**src/common/hdmi_bob_cfg.svh**
```systemverilog
`ifndef HDMI_BOB_CFG_SVH
`define HDMI_BOB_CFG_SVH

// ------------------------------
// 720x480 raster timing
// ------------------------------
`define H_ACTIVE 720
`define H_FP 16
`define H_SYNC 62
`define H_BP 60
`define H_TOTAL (`H_ACTIVE + `H_FP + `H_SYNC + `H_BP)

`define V_ACTIVE 480
`define V_FP 9
`define V_SYNC 6
`define V_BP 30
`define V_TOTAL (`V_ACTIVE + `V_FP + `V_SYNC + `V_BP)

// ------------------------------
// line storage
// ------------------------------
`define NUM_BUFS 8
// one slot per buffer, so the FIFO can never overflow
`define DESC_DEPTH `NUM_BUFS

// flops per toggle synchronizer
`define SYNC_STAGES 3

// pix cycles that rel_mask is held after a send
`define REL_HOLD 4

`endif
```
**src/common/line_pkg.sv**
```systemverilog
`default_nettype none

package line_pkg;

    // index of one of the eight line buffers
    typedef logic [2:0] buf_idx_t;

    // one bit per buffer
    typedef logic [7:0] buf_mask_t;

    // pixel address inside a line buffer
    typedef logic [9:0] line_addr_t;

    // descriptor FIFO fill level, 0 to 8
    typedef logic [3:0] desc_count_t;

endpackage

`default_nettype wire

```
**src/common/video_pkg.sv**
```systemverilog
`default_nettype none

package video_pkg;

    // raster position, h wraps at 858 and v at 525
    typedef logic [10:0] h_count_t;
    typedef logic [9:0] v_count_t;

    // 8-bit luma sample
    typedef logic [7:0] pixel_t;

endpackage

`default_nettype wire

```
**src/display/line_scheduler.sv**
```systemverilog
`timescale 1ns/1ps
`default_nettype none
`include "hdmi_bob_cfg.svh"

module line_scheduler (
    input  logic                 pix_clk,
    input  logic                 resetn,
    input  line_pkg::buf_idx_t   desc_buf,
    input  logic                 desc_toggle,
    input  logic                 de,
    input  video_pkg::v_count_t  v_count,
    output line_pkg::buf_idx_t   cur_buf,
    output logic                 cur_valid,
    output line_pkg::buf_mask_t  rel_mask,
    output logic                 rel_toggle
);

    localparam int PTR_W  = $clog2(`DESC_DEPTH);
    localparam int HOLD_W = $clog2(`REL_HOLD + 1);

    logic [`SYNC_STAGES-1:0]  desc_sync;
    line_pkg::buf_idx_t       fifo [`DESC_DEPTH];
    logic [PTR_W-1:0]         wr_ptr;
    logic [PTR_W-1:0]         rd_ptr;
    line_pkg::desc_count_t    desc_count;
    logic                     push;
    logic                     de_d;
    logic                     pop_req;
    logic                     pop;
    line_pkg::buf_mask_t      rel_accum;
    line_pkg::buf_mask_t      rel_add;
    logic [HOLD_W-1:0]        hold_cnt;
    logic                     send;

    // ------------------------------
    // descriptor receive and FIFO
    // ------------------------------
    // desc_buf is stable by the time the toggle shows up here
    assign push = desc_sync[`SYNC_STAGES-1] ^ desc_sync[`SYNC_STAGES-2];

    always_ff @(posedge pix_clk) begin
        if (push) begin
            fifo[wr_ptr] <= desc_buf;
        end
    end

    // bob: pop on even rows only, odd rows repeat the line
    assign pop_req = de && !de_d && !v_count[0];
    assign pop     = pop_req && (desc_count != '0);

    // the line leaving the screen goes back to the camera side
    assign rel_add = (pop && cur_valid) ? (line_pkg::buf_mask_t'(1) << cur_buf) : '0;
    assign send    = (hold_cnt == '0) && (rel_accum != '0);

    always_ff @(posedge pix_clk or negedge resetn) begin
        if (!resetn) begin
            desc_sync  <= '0;
            wr_ptr     <= '0;
            rd_ptr     <= '0;
            desc_count <= '0;
            de_d       <= 1'b0;
            cur_buf    <= '0;
            cur_valid  <= 1'b0;
        end else begin
            desc_sync  <= {desc_sync[`SYNC_STAGES-2:0], desc_toggle};
            de_d       <= de;
            desc_count <= desc_count + line_pkg::desc_count_t'(push)
                                     - line_pkg::desc_count_t'(pop);
            if (push) begin
                wr_ptr <= wr_ptr + 1'b1;
            end
            // empty FIFO keeps showing the current line
            if (pop) begin
                rd_ptr    <= rd_ptr + 1'b1;
                cur_buf   <= fifo[rd_ptr];
                cur_valid <= 1'b1;
            end
        end
    end

    // ------------------------------
    // release sender
    // ------------------------------
    always_ff @(posedge pix_clk or negedge resetn) begin
        if (!resetn) begin
            rel_accum  <= '0;
            rel_mask   <= '0;
            rel_toggle <= 1'b0;
            hold_cnt   <= '0;
        end else begin
            if (send) begin
                rel_mask   <= rel_accum;
                rel_toggle <= ~rel_toggle;
                hold_cnt   <= HOLD_W'(`REL_HOLD);
                rel_accum  <= rel_add;
            end else begin
                rel_accum <= rel_accum | rel_add;
                if (hold_cnt != '0) begin
                    hold_cnt <= hold_cnt - 1'b1;
                end
            end
        end
    end

    // camera side never has more lines in flight than FIFO slots
    a_no_overflow: assert property (@(posedge pix_clk) disable iff (!resetn)
        push |-> desc_count < `DESC_DEPTH);

    // a pop never reads past the write side of the FIFO
    a_no_underflow: assert property (@(posedge pix_clk) disable iff (!resetn)
        pop |-> (rd_ptr != wr_ptr) || (desc_count == `DESC_DEPTH));

endmodule

`default_nettype wire

```
**config.mk**
```make
export PLATFORM = sky130hd
export DESIGN_NAME = line_scheduler
export DESIGN_NICKNAME = d
export VERILOG_FILES = /design/src/common/line_pkg.sv /design/src/common/video_pkg.sv /design/src/display/line_scheduler.sv
export VERILOG_INCLUDE_DIRS = /design/src /design/src/common
export SDC_FILE = /design/constraint.sdc
export NUM_CORES = 1
export LEC_CHECK = 0
export ABC_AREA = 1
export BUFFER_PORTS_ARGS = -buffer_cell sky130_fd_sc_hd__buf_2
export CORE_ASPECT_RATIO = 1.2
export CORE_MARGIN = 5
export CORE_UTILIZATION = 45
export DETAILED_ROUTE_END_ITERATION = 16
export HOLD_SLACK_MARGIN = 0.1
export MAX_ROUTING_LAYER = met4
export SETUP_SLACK_MARGIN = 0.3
export SYNTH_ARGS = -nofsm -noshare
export SYNTH_HDL_FRONTEND = slang
export SYNTH_SLANG_ARGS = --single-unit
```
**constraint.sdc**
```tcl
create_clock -name pix_clk -period 2.4 [get_ports pix_clk]
set_input_delay 0.12 -clock pix_clk [delete_from_list [all_inputs] [get_ports pix_clk]]
set_output_delay 0.12 -clock pix_clk [all_outputs]
set_load 0.02 [all_outputs]
```
## Yosys cells after proc, flatten, opt, wreduce, memory -nomap -nowiden

Memories as Yosys holds them, arrays and structs flattened. A register that Yosys moved wholly into a read port is not among the register bits.
Cells that the tools add are included.

- Register bits after elaboration: 35
- Bits in writable memories: 24
- Output and inout bits: 13
- Logic and storage cells: 39
- Memories: 1

- Add/sub/neg operators: 5
- Shift-type cells: 1
- Muxes and demuxes: 6
- Bitwise logic cells: 3
- Reductions and logical operators: 13

Memory list:

| memory | words | bits a word | read ports | clocked after memory_dff | write ports | RTL line | source |
|---|---|---|---|---|---|---|---|
| fifo | 8 | 3 | 1 | 1 | 1 | line_scheduler.sv:22 | `` line_pkg::buf_idx_t fifo [`DESC_DEPTH]; `` |

Operators with widths:

| operator | number |
|---|---|
| $mux W8 | 2 |
| $or A8 B8 Y8 | 1 |
| $reduce_bool A8 Y1 | 1 |
| $shl A1 B3 Y8 const A | 1 |
| $add A3 B1 Y3 const B | 2 |
| $mux W3 | 2 |
| $logic_and A1 B1 Y1 | 5 |
| $add A4 B1 Y4 | 1 |
| $reduce_bool A4 Y1 | 1 |
| $sub A4 B1 Y4 | 1 |
| $logic_not A1 Y1 | 3 |
| $logic_not A3 Y1 | 1 |
| $reduce_bool A3 Y1 | 1 |
| $sub A3 B1 Y3 const B | 1 |
| $mux W1 | 2 |
| $reduce_bool A2 Y1 | 1 |
| $not A1 Y1 | 1 |
| $xor A1 B1 Y1 | 1 |

## Longest topological paths before layout

Gate-level depths: netlist of run 1.

- Word-level depth: 8
- Depth in mapped cells: 11
- Depth with buffers taken out: 11

## Least setup slack after synthesis of run 1

OpenSTA, ideal clock, no wires.

- Kind: register -> register
- Start: register desc_count[2]
- End: register desc_count[2]
- Arrival: 1897 ps
- Required time: 2277 ps
- Setup slack: 381 ps
- Stages on the path, launching flop included: 12
- Path buffers: 0
- Cells stage by stage: dfrtp_1 inv_1 ha_1 nand2_1 nand2_1 inv_2 ha_1 inv_1 ha_1 inv_1 fa_1 xnor2_1

- Longest elaborated chain between the ends: 3
- Elaborated cells between the ends (all ways): 4

RTL lines:

| element | RTL line | source |
|---|---|---|
| start, declared | line_scheduler.sv:25 | `line_pkg::desc_count_t desc_count;` |
| start signal, assigned | line_scheduler.sv:67 | `desc_count <= desc_count + line_pkg::desc_count_t'(push)` |
| $reduce_bool A4 Y1 | line_scheduler.sv:49 | `assign pop = pop_req && (desc_count != '0);` |
| $logic_and A1 B1 Y1 | line_scheduler.sv:49 |  |
| named net pop | line_scheduler.sv:29 | `logic pop;` |
| $sub A4 B1 Y4 | line_scheduler.sv:68 | `- line_pkg::desc_count_t'(pop);` |

The timed path passes the listed nets, and every way through them passes these cells.
A chain may end at the register's enable or synchronous reset.

## Worst setup path in the final report of run 1

- Start: input port de
- End: register desc_count[2]

- Longest elaborated chain between the ends: 4

RTL lines:

| element | RTL line | source |
|---|---|---|
| start, declared | line_scheduler.sv:10 | `input logic de,` |
| $logic_and A1 B1 Y1 (2 in a row) | line_scheduler.sv:48 | `assign pop_req = de && !de_d && !v_count[0];` |
| $logic_and A1 B1 Y1 | line_scheduler.sv:49 |  |
| named net pop | line_scheduler.sv:29 |  |
| $sub A4 B1 Y4 | line_scheduler.sv:68 |  |

The timed path passes the listed nets, and every way through them passes these cells.

==> results.cfg, run 1 <==
[yosys]
synthTopCellsByArea = dfrtp_1 (35%), edfxtp_1 (26%), nand2_1 (13%)
synth-main-ff-cell = dfrtp_1
ys_ff_latch = 62
ys_warn_count = 0
synth_top_area_frac = 0.3480
syn_avg_cell_area_um2 = 9.622
syn-cell-area_mm2 = 0.002733
yosysSeqAreaShare = 0.6117
synth-edff-count = 24
synthDominantAreaCellType = dfrtp_1
synth_nets = 311
synthCells = 284
ys_types = 20
ys_async_sr_fraction = 0.6129

[floorplanning]
io_pins = 30
initial_utilization = 0.4575
die_h_um = 95.37
die-area_mm2 = 0.007737
core_area_mm2 = 0.005973
num_rows = 31
fp.dieW_um = 81.14

[clocking]
clock_latency_ps = 340
h-tree-depth = 3
tritoncts = built
post_cts_buffers = 0
cts_buffer_depth = 2
cts_inserted_buffers = 9
numClockSinks = 62
cts_root_buffer = clkbuf_8
clk_pin_slew_ps = 60

[timing]
fin_crit_sh = 0.8049
post-route-min-period_ps = 1932
finalMaxSlewViolations = 0
relSlewSlack = 0.4222
hold_violations = 0
holdWs_ps = 185.8
skew_ps = 9.327
grt_setup_unrepaired = no
fin_tns_setup_ps = 0
worstMarginPinSlew_ps = 866.6
setup_viol = 0
max_clock_freq_mhz = 517.6

[route]
num_vias = 1845
drc_errors = 0
wl_per_cell_um = 11.17
routed_wl_mm = 4.535
first_pass_iters = 4
ant_nets = 0
drt_iter0_drc = 27
vias_per_cell = 4.544

[worst_setup_path]
path_delay_family = buffers and inverters
slowest_delay_ps = 520
cp-startpoint = de
r2r_start = de_d
end_kind = register
required_ps = 2620
path_buf_inv = 5
critPathKind = primary input to register
critical_path_peak_fanout = 8
cp_slowest_cell = dlygate4sd3_1
cp.arrival_ps = 2150
start_kind = primary input
path_cells = dlygate4sd3_1 > buf_2 > nor3b_1 > nand2_2 > inv_4 > ha_1 > inv_1 > ha_1 > inv_1 > fa_1 > xnor2_1

[place]
dp_hpwl_mm = 3.300
io_buffers = 20
globalplace.congestion = 0.7333

[grt]
antenna_found_initial = 0
overflow = 0
grt_pass1_wl_mm = 8.190
grt_max_degree = 39
grt_pass1_vias = 1850
grtUsageTotal = 0.1475

[cells_and_area]
area.growth.synth_to_final_pct = 16.58
n_fill_cell = 576
diodes = 0
fin_nets = 346
drive_gt1_frac = 0.1296

[pwr]
vdd_drop_max_uv = 503.6
p_leak_nw = 1.599
power_mw = 3.860
power_density_mw_per_mm2 = 1212

[run]
drv_cap = 0

[status]
status = finished clean

[hold_path]
hold_start = v_count[0]
hp-class = primary input to register
[worst min-delay path, delay by kind of cell]
family,cells,cell delay (ps)
simple gates,4,230
buf+inv,2,130
[power breakdown]
group          internal [mW]  total (mW)  switching, mW
combinational          0.482        1.34          0.857
sequential              1.40        1.61          0.205
clock                  0.539       0.914          0.375
[what timing repair did]
| action | in CTS | in global routing |
|---|---|---|
| setup endpoints to repair | 0 | 2 |
| resized for setup | 0 | 2 |
| hold buffers | 6 | 0 |
| hold endpoints to repair | 64 | 0 |
[logic make-up (layout without fill, tap and decap cells)]
kind of cell / count (synthesis) / count (layout) / share of synthesized area
DFF: 62 / 62 / 0.6117
buffers and inverters: 48 / 88 / 0.07005
AOI/OAI and AO/OA: 6 / 6 / 0.01099
and+or+nand+nor: 152 / 152 / 0.2395
xor gates and xnor gates: 6 / 6 / 0.01923
adders and majority gates: 10 / 10 / 0.04854
[cells in the final DEF, fill, tap and decap left out]
master	count
buf_2	20
dfrtp_1	38
edfxtp_1	24
nand2_2	1
inv_1	42
bufinv_16	1
inv_2	1
buf_4	2
and2_1	1
or2_2	1
xor2_1	3
fa_1	1
clkbuf_8	11
nor3b_1	1
nor2_1	17
a21oi_1	1
clkbuf_1	4
dlygate4sd3_1	6
nor2_4	3
nand3_1	36
nand2_4	1
inv_4	1
xnor2_1	3
nand2_1	91
o21ai_0	5
ha_1	9
[metrics by stage]
step,cell area [um2],util,setup WS (ps),cells
after floorplan,2733,-,380.6,284
after global placement,2924,0.4895,461.4,384
after detailed placement,2924,0.4895,454.4,384
after CTS,3181,0.5325,442.1,406
after global routing,3186,0.5333,308.4,406
final,3186,0.5333,468.2,406
[registers in the layout, indices dropped and copies added, names as in the netlist]
| register | cells |
|---|---|
| wr_ptr | 3 |
| rel_accum | 8 |
| desc_sync | 3 |
| fifo | 24 |
| cur_buf | 3 |
| rel_mask | 8 |
| hold_cnt | 3 |
| de_d | 1 |
| cur_valid | 1 |
| rd_ptr | 3 |
| rel_toggle | 1 |
| desc_count | 4 |
[synthesized netlist by cell type, types with 3 or more instances]
cell	instances
buf_2	3
dfrtp_1	38
edfxtp_1	24
ha_1	9
inv_1	42
nand2_1	92
nand3_1	36
nor2_1	17
nor2_4	3
o21ai_0	5
xnor2_1	3
xor2_1	3
[layer usage]
metal / GRT usage / vias up / routed length [um]
met5: - / - / 0
met4: 0.07324 / 0 / 131
met3: 0.05577 / 14 / 165
met2: 0.2404 / 29 / 2309
met1: 0.1563 / 838 / 1928
li1: - / 964 / -
[cell type report]
cell class / instances / area, um2 / area share
clock buffers: 15 / 166.4 / 0.05224
clock inverters: 1 / 30.03 / 0.009427
inverters: 44 / 167.7 / 0.05263
multi-input cells: 174 / 872.1 / 0.2738
flip-flops and latches: 62 / 1672 / 0.5247
well taps: 82 / 102.6 / 0.03221
repair buffers: 28 / 175.2 / 0.05499
[path summary, 6_finish.rpt]
path / cells past startpoint / slack (ps) / end
min reg2reg: 0 / 350 / desc_sync[1]
min in group asynchronous: 2 / 440 / hold_cnt[2]
max: 11 / 470 / desc_count[2]
max in group asynchronous: 2 / 1420 / desc_sync[1]
min: 6 / 190 / rd_ptr[2]
max reg2reg: 9 / 490 / desc_count[2]
Power figures use the tool's default switching activity.
==> run 2: changes to the inputs <==
--- a/config.mk
+++ b/config.mk
@@ -6,7 +6,7 @@
 export SDC_FILE = /design/constraint.sdc
 export NUM_CORES = 1
 export LEC_CHECK = 0
-export ABC_AREA = 1
+export ABC_AREA = 0
 export BUFFER_PORTS_ARGS = -buffer_cell sky130_fd_sc_hd__buf_2
 export CORE_ASPECT_RATIO = 1.2
 export CORE_MARGIN = 5
==> constraint.sdc (replaced) <==
create_clock -name pix_clk -period 1.8 [get_ports pix_clk]
set_input_delay 0.09 -clock pix_clk [delete_from_list [all_inputs] [get_ports pix_clk]]
set_output_delay 0.09 -clock pix_clk [all_outputs]
set_load 0.02 [all_outputs]
==> run 2 against run 1 <==
Compared with the run above: the flow now finishes with violations (negative setup slack); count of clock-buffer cells in the layout is 5 lower; critical path type is now register to register; via count is 14% lower; hold slack worse by 65 ps; synthesized cell count is 39% lower; largest cell class unchanged; global-route usage is 0.80 points lower; utilization is 6.5 points higher; register-to-register slack worse by 850 ps; sequential share of layout area is 3.1 points lower; sequential power is 45% higher; worst setup slack worse by 820 ps; cell count is 23% lower; largest power group unchanged.
==> results.cfg, run 2 <==
[yosys]
synth_top_area_frac = 0.3622
syn_avg_cell_area_um2 = 15.09
synthCells = 174
syn-cell-area_mm2 = 0.002625
ys_ff_latch = 62
yosysSeqAreaShare = 0.6368
synthDominantAreaCellType = dfrtp_1
synthTopCellsByCount = dfrtp_1 (38), edfxtp_1 (24), inv_1 (15), mux2i_1 (15), mux2_2 (10)
synth_nets = 201
synth-edff-count = 24
ys_async_sr_fraction = 0.6129
synthTopCellsByArea = dfrtp_1 (36%), edfxtp_1 (27%), mux2i_1 (5.7%)
synth-main-ff-cell = dfrtp_1
ys_warn_count = 0
synth_most_common_cell = dfrtp_1
ys_types = 33

[worst_setup_path]
path_buf_inv = 5
cp.arrival_ps = 2380
slowest_delay_ps = 510
critPathKind = register to register
required_ps = 2030
start_kind = register
path_delay_family = adder cells
path_cells = inv_2 > ha_4 > or3b_4 > nand3_4 > inv_4 > ha_4 > inv_2 > ha_4 > inv_2 > fa_2 > inv_1
cp_slowest_cell = fa_2
end_kind = register
critical_path_peak_fanout = 2

[route]
num_vias = 1578
drt_iter0_drc = 48
first_pass_iters = 4
ant_nets = 0
wl_per_cell_um = 14.86
vias_per_cell = 5.025
drc_errors = 0
routed_wl_mm = 4.667

[cells_and_area]
fin_nets = 256
diodes = 0
final_common_cell = dfrtp_1
area.growth.synth_to_final_pct = 29.17
layout_common_cells = dfrtp_1 (37), edfxtp_1 (24), buf_2 (20)
area.sequential_mm2 = 0.001675
largest-register = fifo
drive_gt1_frac = 0.4316
n_fill_cell = 452
top_regs = fifo (24), rel_accum (8), rel_mask (8)
final_util = 0.5982
design_area_mm2 = 0.003391
stdcell_count = 314
largest_reg_flops = 24
multi_input_area_mm2 = 0.001002

[timing]
setup_ws_ps = -356.0
fin_tns_setup_ps = -890.9
post-route-min-period_ps = 2156
fin_crit_sh = 1.198
relSlewSlack = 0.6901
hold_violations = 0
skew_ps = 7.807
holdWs_ps = 121.0
grt_setup_unrepaired = yes
max_clock_freq_mhz = 463.8
finalMaxSlewViolations = 0
setup_viol = 5
worstMarginPinSlew_ps = 464.8

[hold_path]
hp-class = primary input to register

[floorplanning]
initial_utilization = 0.4631
io_pins = 30
num_rows = 30
die_h_um = 93.67
core_area_mm2 = 0.005668
die-area_mm2 = 0.007467
fp.dieW_um = 79.72

[grt]
overflow = 0
grt_pass1_vias = 1634
antenna_found_initial = 0
grtUsageTotal = 0.1396
grt_max_degree = 39
grt_pass1_wl_mm = 7.638

[clocking]
h-tree-depth = 3
clk_pin_slew_ps = 70
numClockSinks = 62
cts_inserted_buffers = 9
cts_buffer_depth = 2
cts_root_buffer = clkbuf_8
tritoncts = built
clock_latency_ps = 330

[pwr]
p_leak_nw = 1.459
power_mw = 5.763
power_density_mw_per_mm2 = 1700
vdd_drop_max_uv = 866.7

[place]
dpl_cell_area_mm2 = 0.002917
io_buffers = 20
dp_hpwl_mm = 3.200
place_ws_ps = -372.9
placedCellCount = 280
globalplace.congestion = 0.7713

[run]
drv_cap = 0

[status]
status = complete, but fails checks
violations = negative setup slack
[run 2: cell types whose count changed after synthesis, sizes merged, moves of 5 or more]
cell,before,now
nand3,36,2
inv,44,15
nand2b,0,5
a32o,0,6
mux2i,0,15
mux2,0,10
nand2,93,5
nor2,20,8
[run 2: cells by family after synthesis]
family	count (synthesis)	synth area share
AO/OA/AOI/OAI	16	0.04862
adder cells (fa/ha/maj)	10	0.05053
multiplexers	28	0.1258
AND/OR/NAND/NOR	31	0.07388
XOR/XNOR	8	0.02669
buffers and inverters	19	0.03765
flip-flops	62	0.6368
[run 2: power breakdown]
group	leakage, nW	internal (mW)	switching [mW]
logic	0.683	1.21	1.05
registers	0.688	1.91	0.430
clock network	0.0883	0.634	0.523
total	1.46	3.76	2.00
[run 2: layer usage]
layer,track usage,vias up,wire (um)
li1,-,738,-
met1,0.1614,792,1911
met2,0.2305,36,2483
met3,0.02591,12,175
met4,0.07307,0,96
met5,-,-,0
[run 2: final cells by class]
class	instances	area share
Clock buffer	10	0.03764
Clock inverter	6	0.01845
Inverter	15	0.01734
Multi-Input combinational cell	93	0.2956
Sequential cell	62	0.4941
Tap cell	80	0.02952
Timing Repair Buffer	48	0.1074
[run 2: tightest hold or removal path, cell delays in order]
cell and delay (ps):
buf_2 80, nor2_1 70, nand4_1 110, xnor2_1 60
[run 2: worst paths after layout]
kind | cells past startpoint | end | start | slack (ps)
min reg2reg | 0 | desc_sync[1] | desc_sync[0] | 360
max in group asynchronous | 3 | rd_ptr[0] | resetn | 1100
min | 4 | rd_ptr[2] | v_count[0] | 120
min in group asynchronous | 3 | hold_cnt[0] | resetn | 340
max | 11 | desc_count[1] | desc_count[2] | -360
max reg2reg | 11 | desc_count[1] | desc_count[2] | -360
[run 2: what timing repair did]
action	in CTS	in global routing
hold buffers	6	0
setup buffers	8	4
endpoints found under the setup margin	22	47
endpoints found under the hold margin	65	0
pin swaps	8	2
resized for setup	14	17
==> run 3: changes to the inputs <==
--- a/config.mk
+++ b/config.mk
@@ -14,6 +14,7 @@
 export DETAILED_ROUTE_END_ITERATION = 16
 export HOLD_SLACK_MARGIN = 0.1
 export MAX_ROUTING_LAYER = met4
+export PLACE_DENSITY = 0.75
 export SETUP_SLACK_MARGIN = 0.3
 export SYNTH_ARGS = -nofsm -noshare
 export SYNTH_HDL_FRONTEND = slang
==> constraint.sdc (replaced) <==
create_clock -name pix_clk -period 2 [get_ports pix_clk]
set_input_delay 0.1 -clock pix_clk [delete_from_list [all_inputs] [get_ports pix_clk]]
set_output_delay 0.1 -clock pix_clk [all_outputs]
set_load 0.02 [all_outputs]
==> run 3 against run 2 <==
Compared with the run above: the flow still finishes with violations (negative setup slack); via count shrank 3.4%; cell count shrank 1.9%; utilization shrank 1.9 points; clock skew shrank 1.1 ps; sequential share of layout area grew 1.5 points; combinational power shrank 21%; routed wire length shrank 1.9%; clock power shrank 12%; sequential power shrank 10%; global-route usage grew 0.18 points; count of clock-buffer cells in the layout is the same; cell area shrank 3.2%; critical endpoint unchanged; largest cell class unchanged.
==> results.cfg, run 3 (synthesis gave the netlist of run 2 again) <==
[route]
ant_nets = 0
first_pass_iters = 4
wl_per_cell_um = 14.87
routed_wl_mm = 4.580
vias_per_cell = 4.948
drc_errors = 0
drt_iter0_drc = 67
num_vias = 1524

[worst_setup_path]
critPathKind = register to register
cp.arrival_ps = 2390
path_cells = inv_2 > ha_4 > or3b_4 > nand3_4 > inv_4 > ha_4 > inv_4 > ha_4 > inv_2 > fa_2 > inv_1
reg2reg_depth = 11
path_buf_inv = 5
start_kind = register
cp_slowest_cell = fa_2
slowest_delay_ps = 500
r2r_start = desc_count[2]
crit_top_cell = ha_4
end_kind = register
required_ps = 2230
cp.depth = 11
worstReg2RegEnd = desc_count[1]
cp-startpoint = desc_count[2]
r2r_slack_ps = -150
critical_path_peak_fanout = 2
path_delay_family = adder cells

[timing]
setup_ws_ps = -154.0
skew_ps = 6.674
setup_viol = 13
finalMaxSlewViolations = 0
worstMarginPinSlew_ps = 832.9
max_clock_freq_mhz = 464.3
hold_violations = 0
relSlewSlack = 0.4447
grt_setup_unrepaired = yes
fin_crit_sh = 1.077
fin_tns_setup_ps = -1342
holdWs_ps = 125.6
post-route-min-period_ps = 2154

[pwr]
power_mw = 4.919
p_int_mw = 3.205
p_leak_nw = 1.422
vdd_drop_max_uv = 822.7
clkPwrFrac = 0.208
p_switching_mw = 1.714
swShare = 0.3484
seq_power_share = 0.428
power_density_mw_per_mm2 = 1499
p_comb_frac = 0.364

[hold_path]
hp-class = primary input to register
min_to = rd_ptr[2]
hold_start = v_count[0]
holdPathStages = 4

[grt]
grt_pass1_vias = 1568
grtUsageTotal = 0.1414
grt_pass1_wl_mm = 7.493
grt_max_degree = 39
overflow = 0
antenna_found_initial = 0

[run]
drv_cap = 0

[clocking]
numClockSinks = 62
clk_pin_slew_ps = 70
clock_latency_ps = 330
cts_inserted_buffers = 9
tritoncts = built
h-tree-depth = 3
cts_root_buffer = clkbuf_8
cts_buffer_depth = 2

[floorplanning]
num_rows = 30
fp.dieW_um = 79.72
core_area_mm2 = 0.005668
io_pins = 30
initial_utilization = 0.4631
die-area_mm2 = 0.007467
die_h_um = 93.67

[cells_and_area]
layout_common_cells = dfrtp_1 (38), edfxtp_1 (24), buf_2 (20)
largest-register = fifo
n_fill_cell = 429
final_common_cell = dfrtp_1
largest_reg_flops = 24
diodes = 0
area.growth.synth_to_final_pct = 25.02
final_util = 0.5790
fin_nets = 250
drive_gt1_frac = 0.3509
top_regs = fifo (24), rel_accum (8), rel_mask (8)

[place]
dp_hpwl_mm = 2.950
io_buffers = 20
place_ws_ps = -160.3
globalplace.congestion = 0.7795

[status]
status = complete, but fails checks
violations = negative setup slack
==> run 3: repair_timing <==
item | 4_1_cts | 5_1_grt
setup buffers | 7 | 2
setup endpoints to repair | 13 | 27
endpoints found under the hold margin | 64 | 0
gates resized for setup | 12 | 4
pin swaps | 0 | 0
gates cloned | 1 | 0
hold buffers | 6 | 0
==> run 3: power groups by stage <==
| stage | Combinational [mW] | Sequential [mW] | Clock [mW] |
|---|---|---|---|
| after floorplan | 1.19 | 2.12 | 0 |
| after global placement | 1.54 | 2.10 | 0 |
| after detailed placement | 1.59 | 2.12 | 0 |
| after CTS | 1.69 | 2.10 | 1.04 |
| after global routing | 1.98 | 2.16 | 1.10 |
| final | 1.79 | 2.10 | 1.02 |
==> run 3: final cells by class <==
| cell class | instances | area [um2] | area share |
|---|---|---|---|
| flip-flops and latches | 62 | 1672 | 0.5093 |
| multi-input cells | 93 | 933.4 | 0.2844 |
| repair buffers | 42 | 335.3 | 0.1022 |
| clock buffers | 10 | 127.6 | 0.03889 |
| well taps | 80 | 100.1 | 0.03050 |
| inverters | 15 | 61.31 | 0.01868 |
| clock inverters | 6 | 52.55 | 0.01601 |
==> run 3: per-layer routing <==
layer / share of wire / up-vias / global-route usage
li1: - / 730 / -
met1: 0.43 / 741 / 0.1596
met2: 0.50 / 40 / 0.2214
met3: 0.047 / 13 / 0.05086
met4: 0.029 / 0 / 0.07020
met5: 0 / - / -
==> run 3: how the worst max path moves through the flow <==
stage and to:
2_1_floorplan desc_count[1], 3_3_place_gp desc_count[1], 3_5_place_dp desc_count[1], 4_1_cts desc_count[1], 5_1_grt desc_count[1], 6_report desc_count[1]
==> run 3: through the flow <==
step / cells / cell area (um2)
5_1_grt: 308 / 3282
3_3_place_gp: 276 / 2872
4_1_cts: 306 / 3234
3_5_place_dp: 276 / 2872
6_report: 308 / 3282
2_1_floorplan: 174 / 2669
==> run 3: worst min-delay path: cells and delay by family <==
kind | cells | cell delay, ps
buf+inv | 1 | 80
simple gates | 2 | 170
xor+xnor | 1 | 70
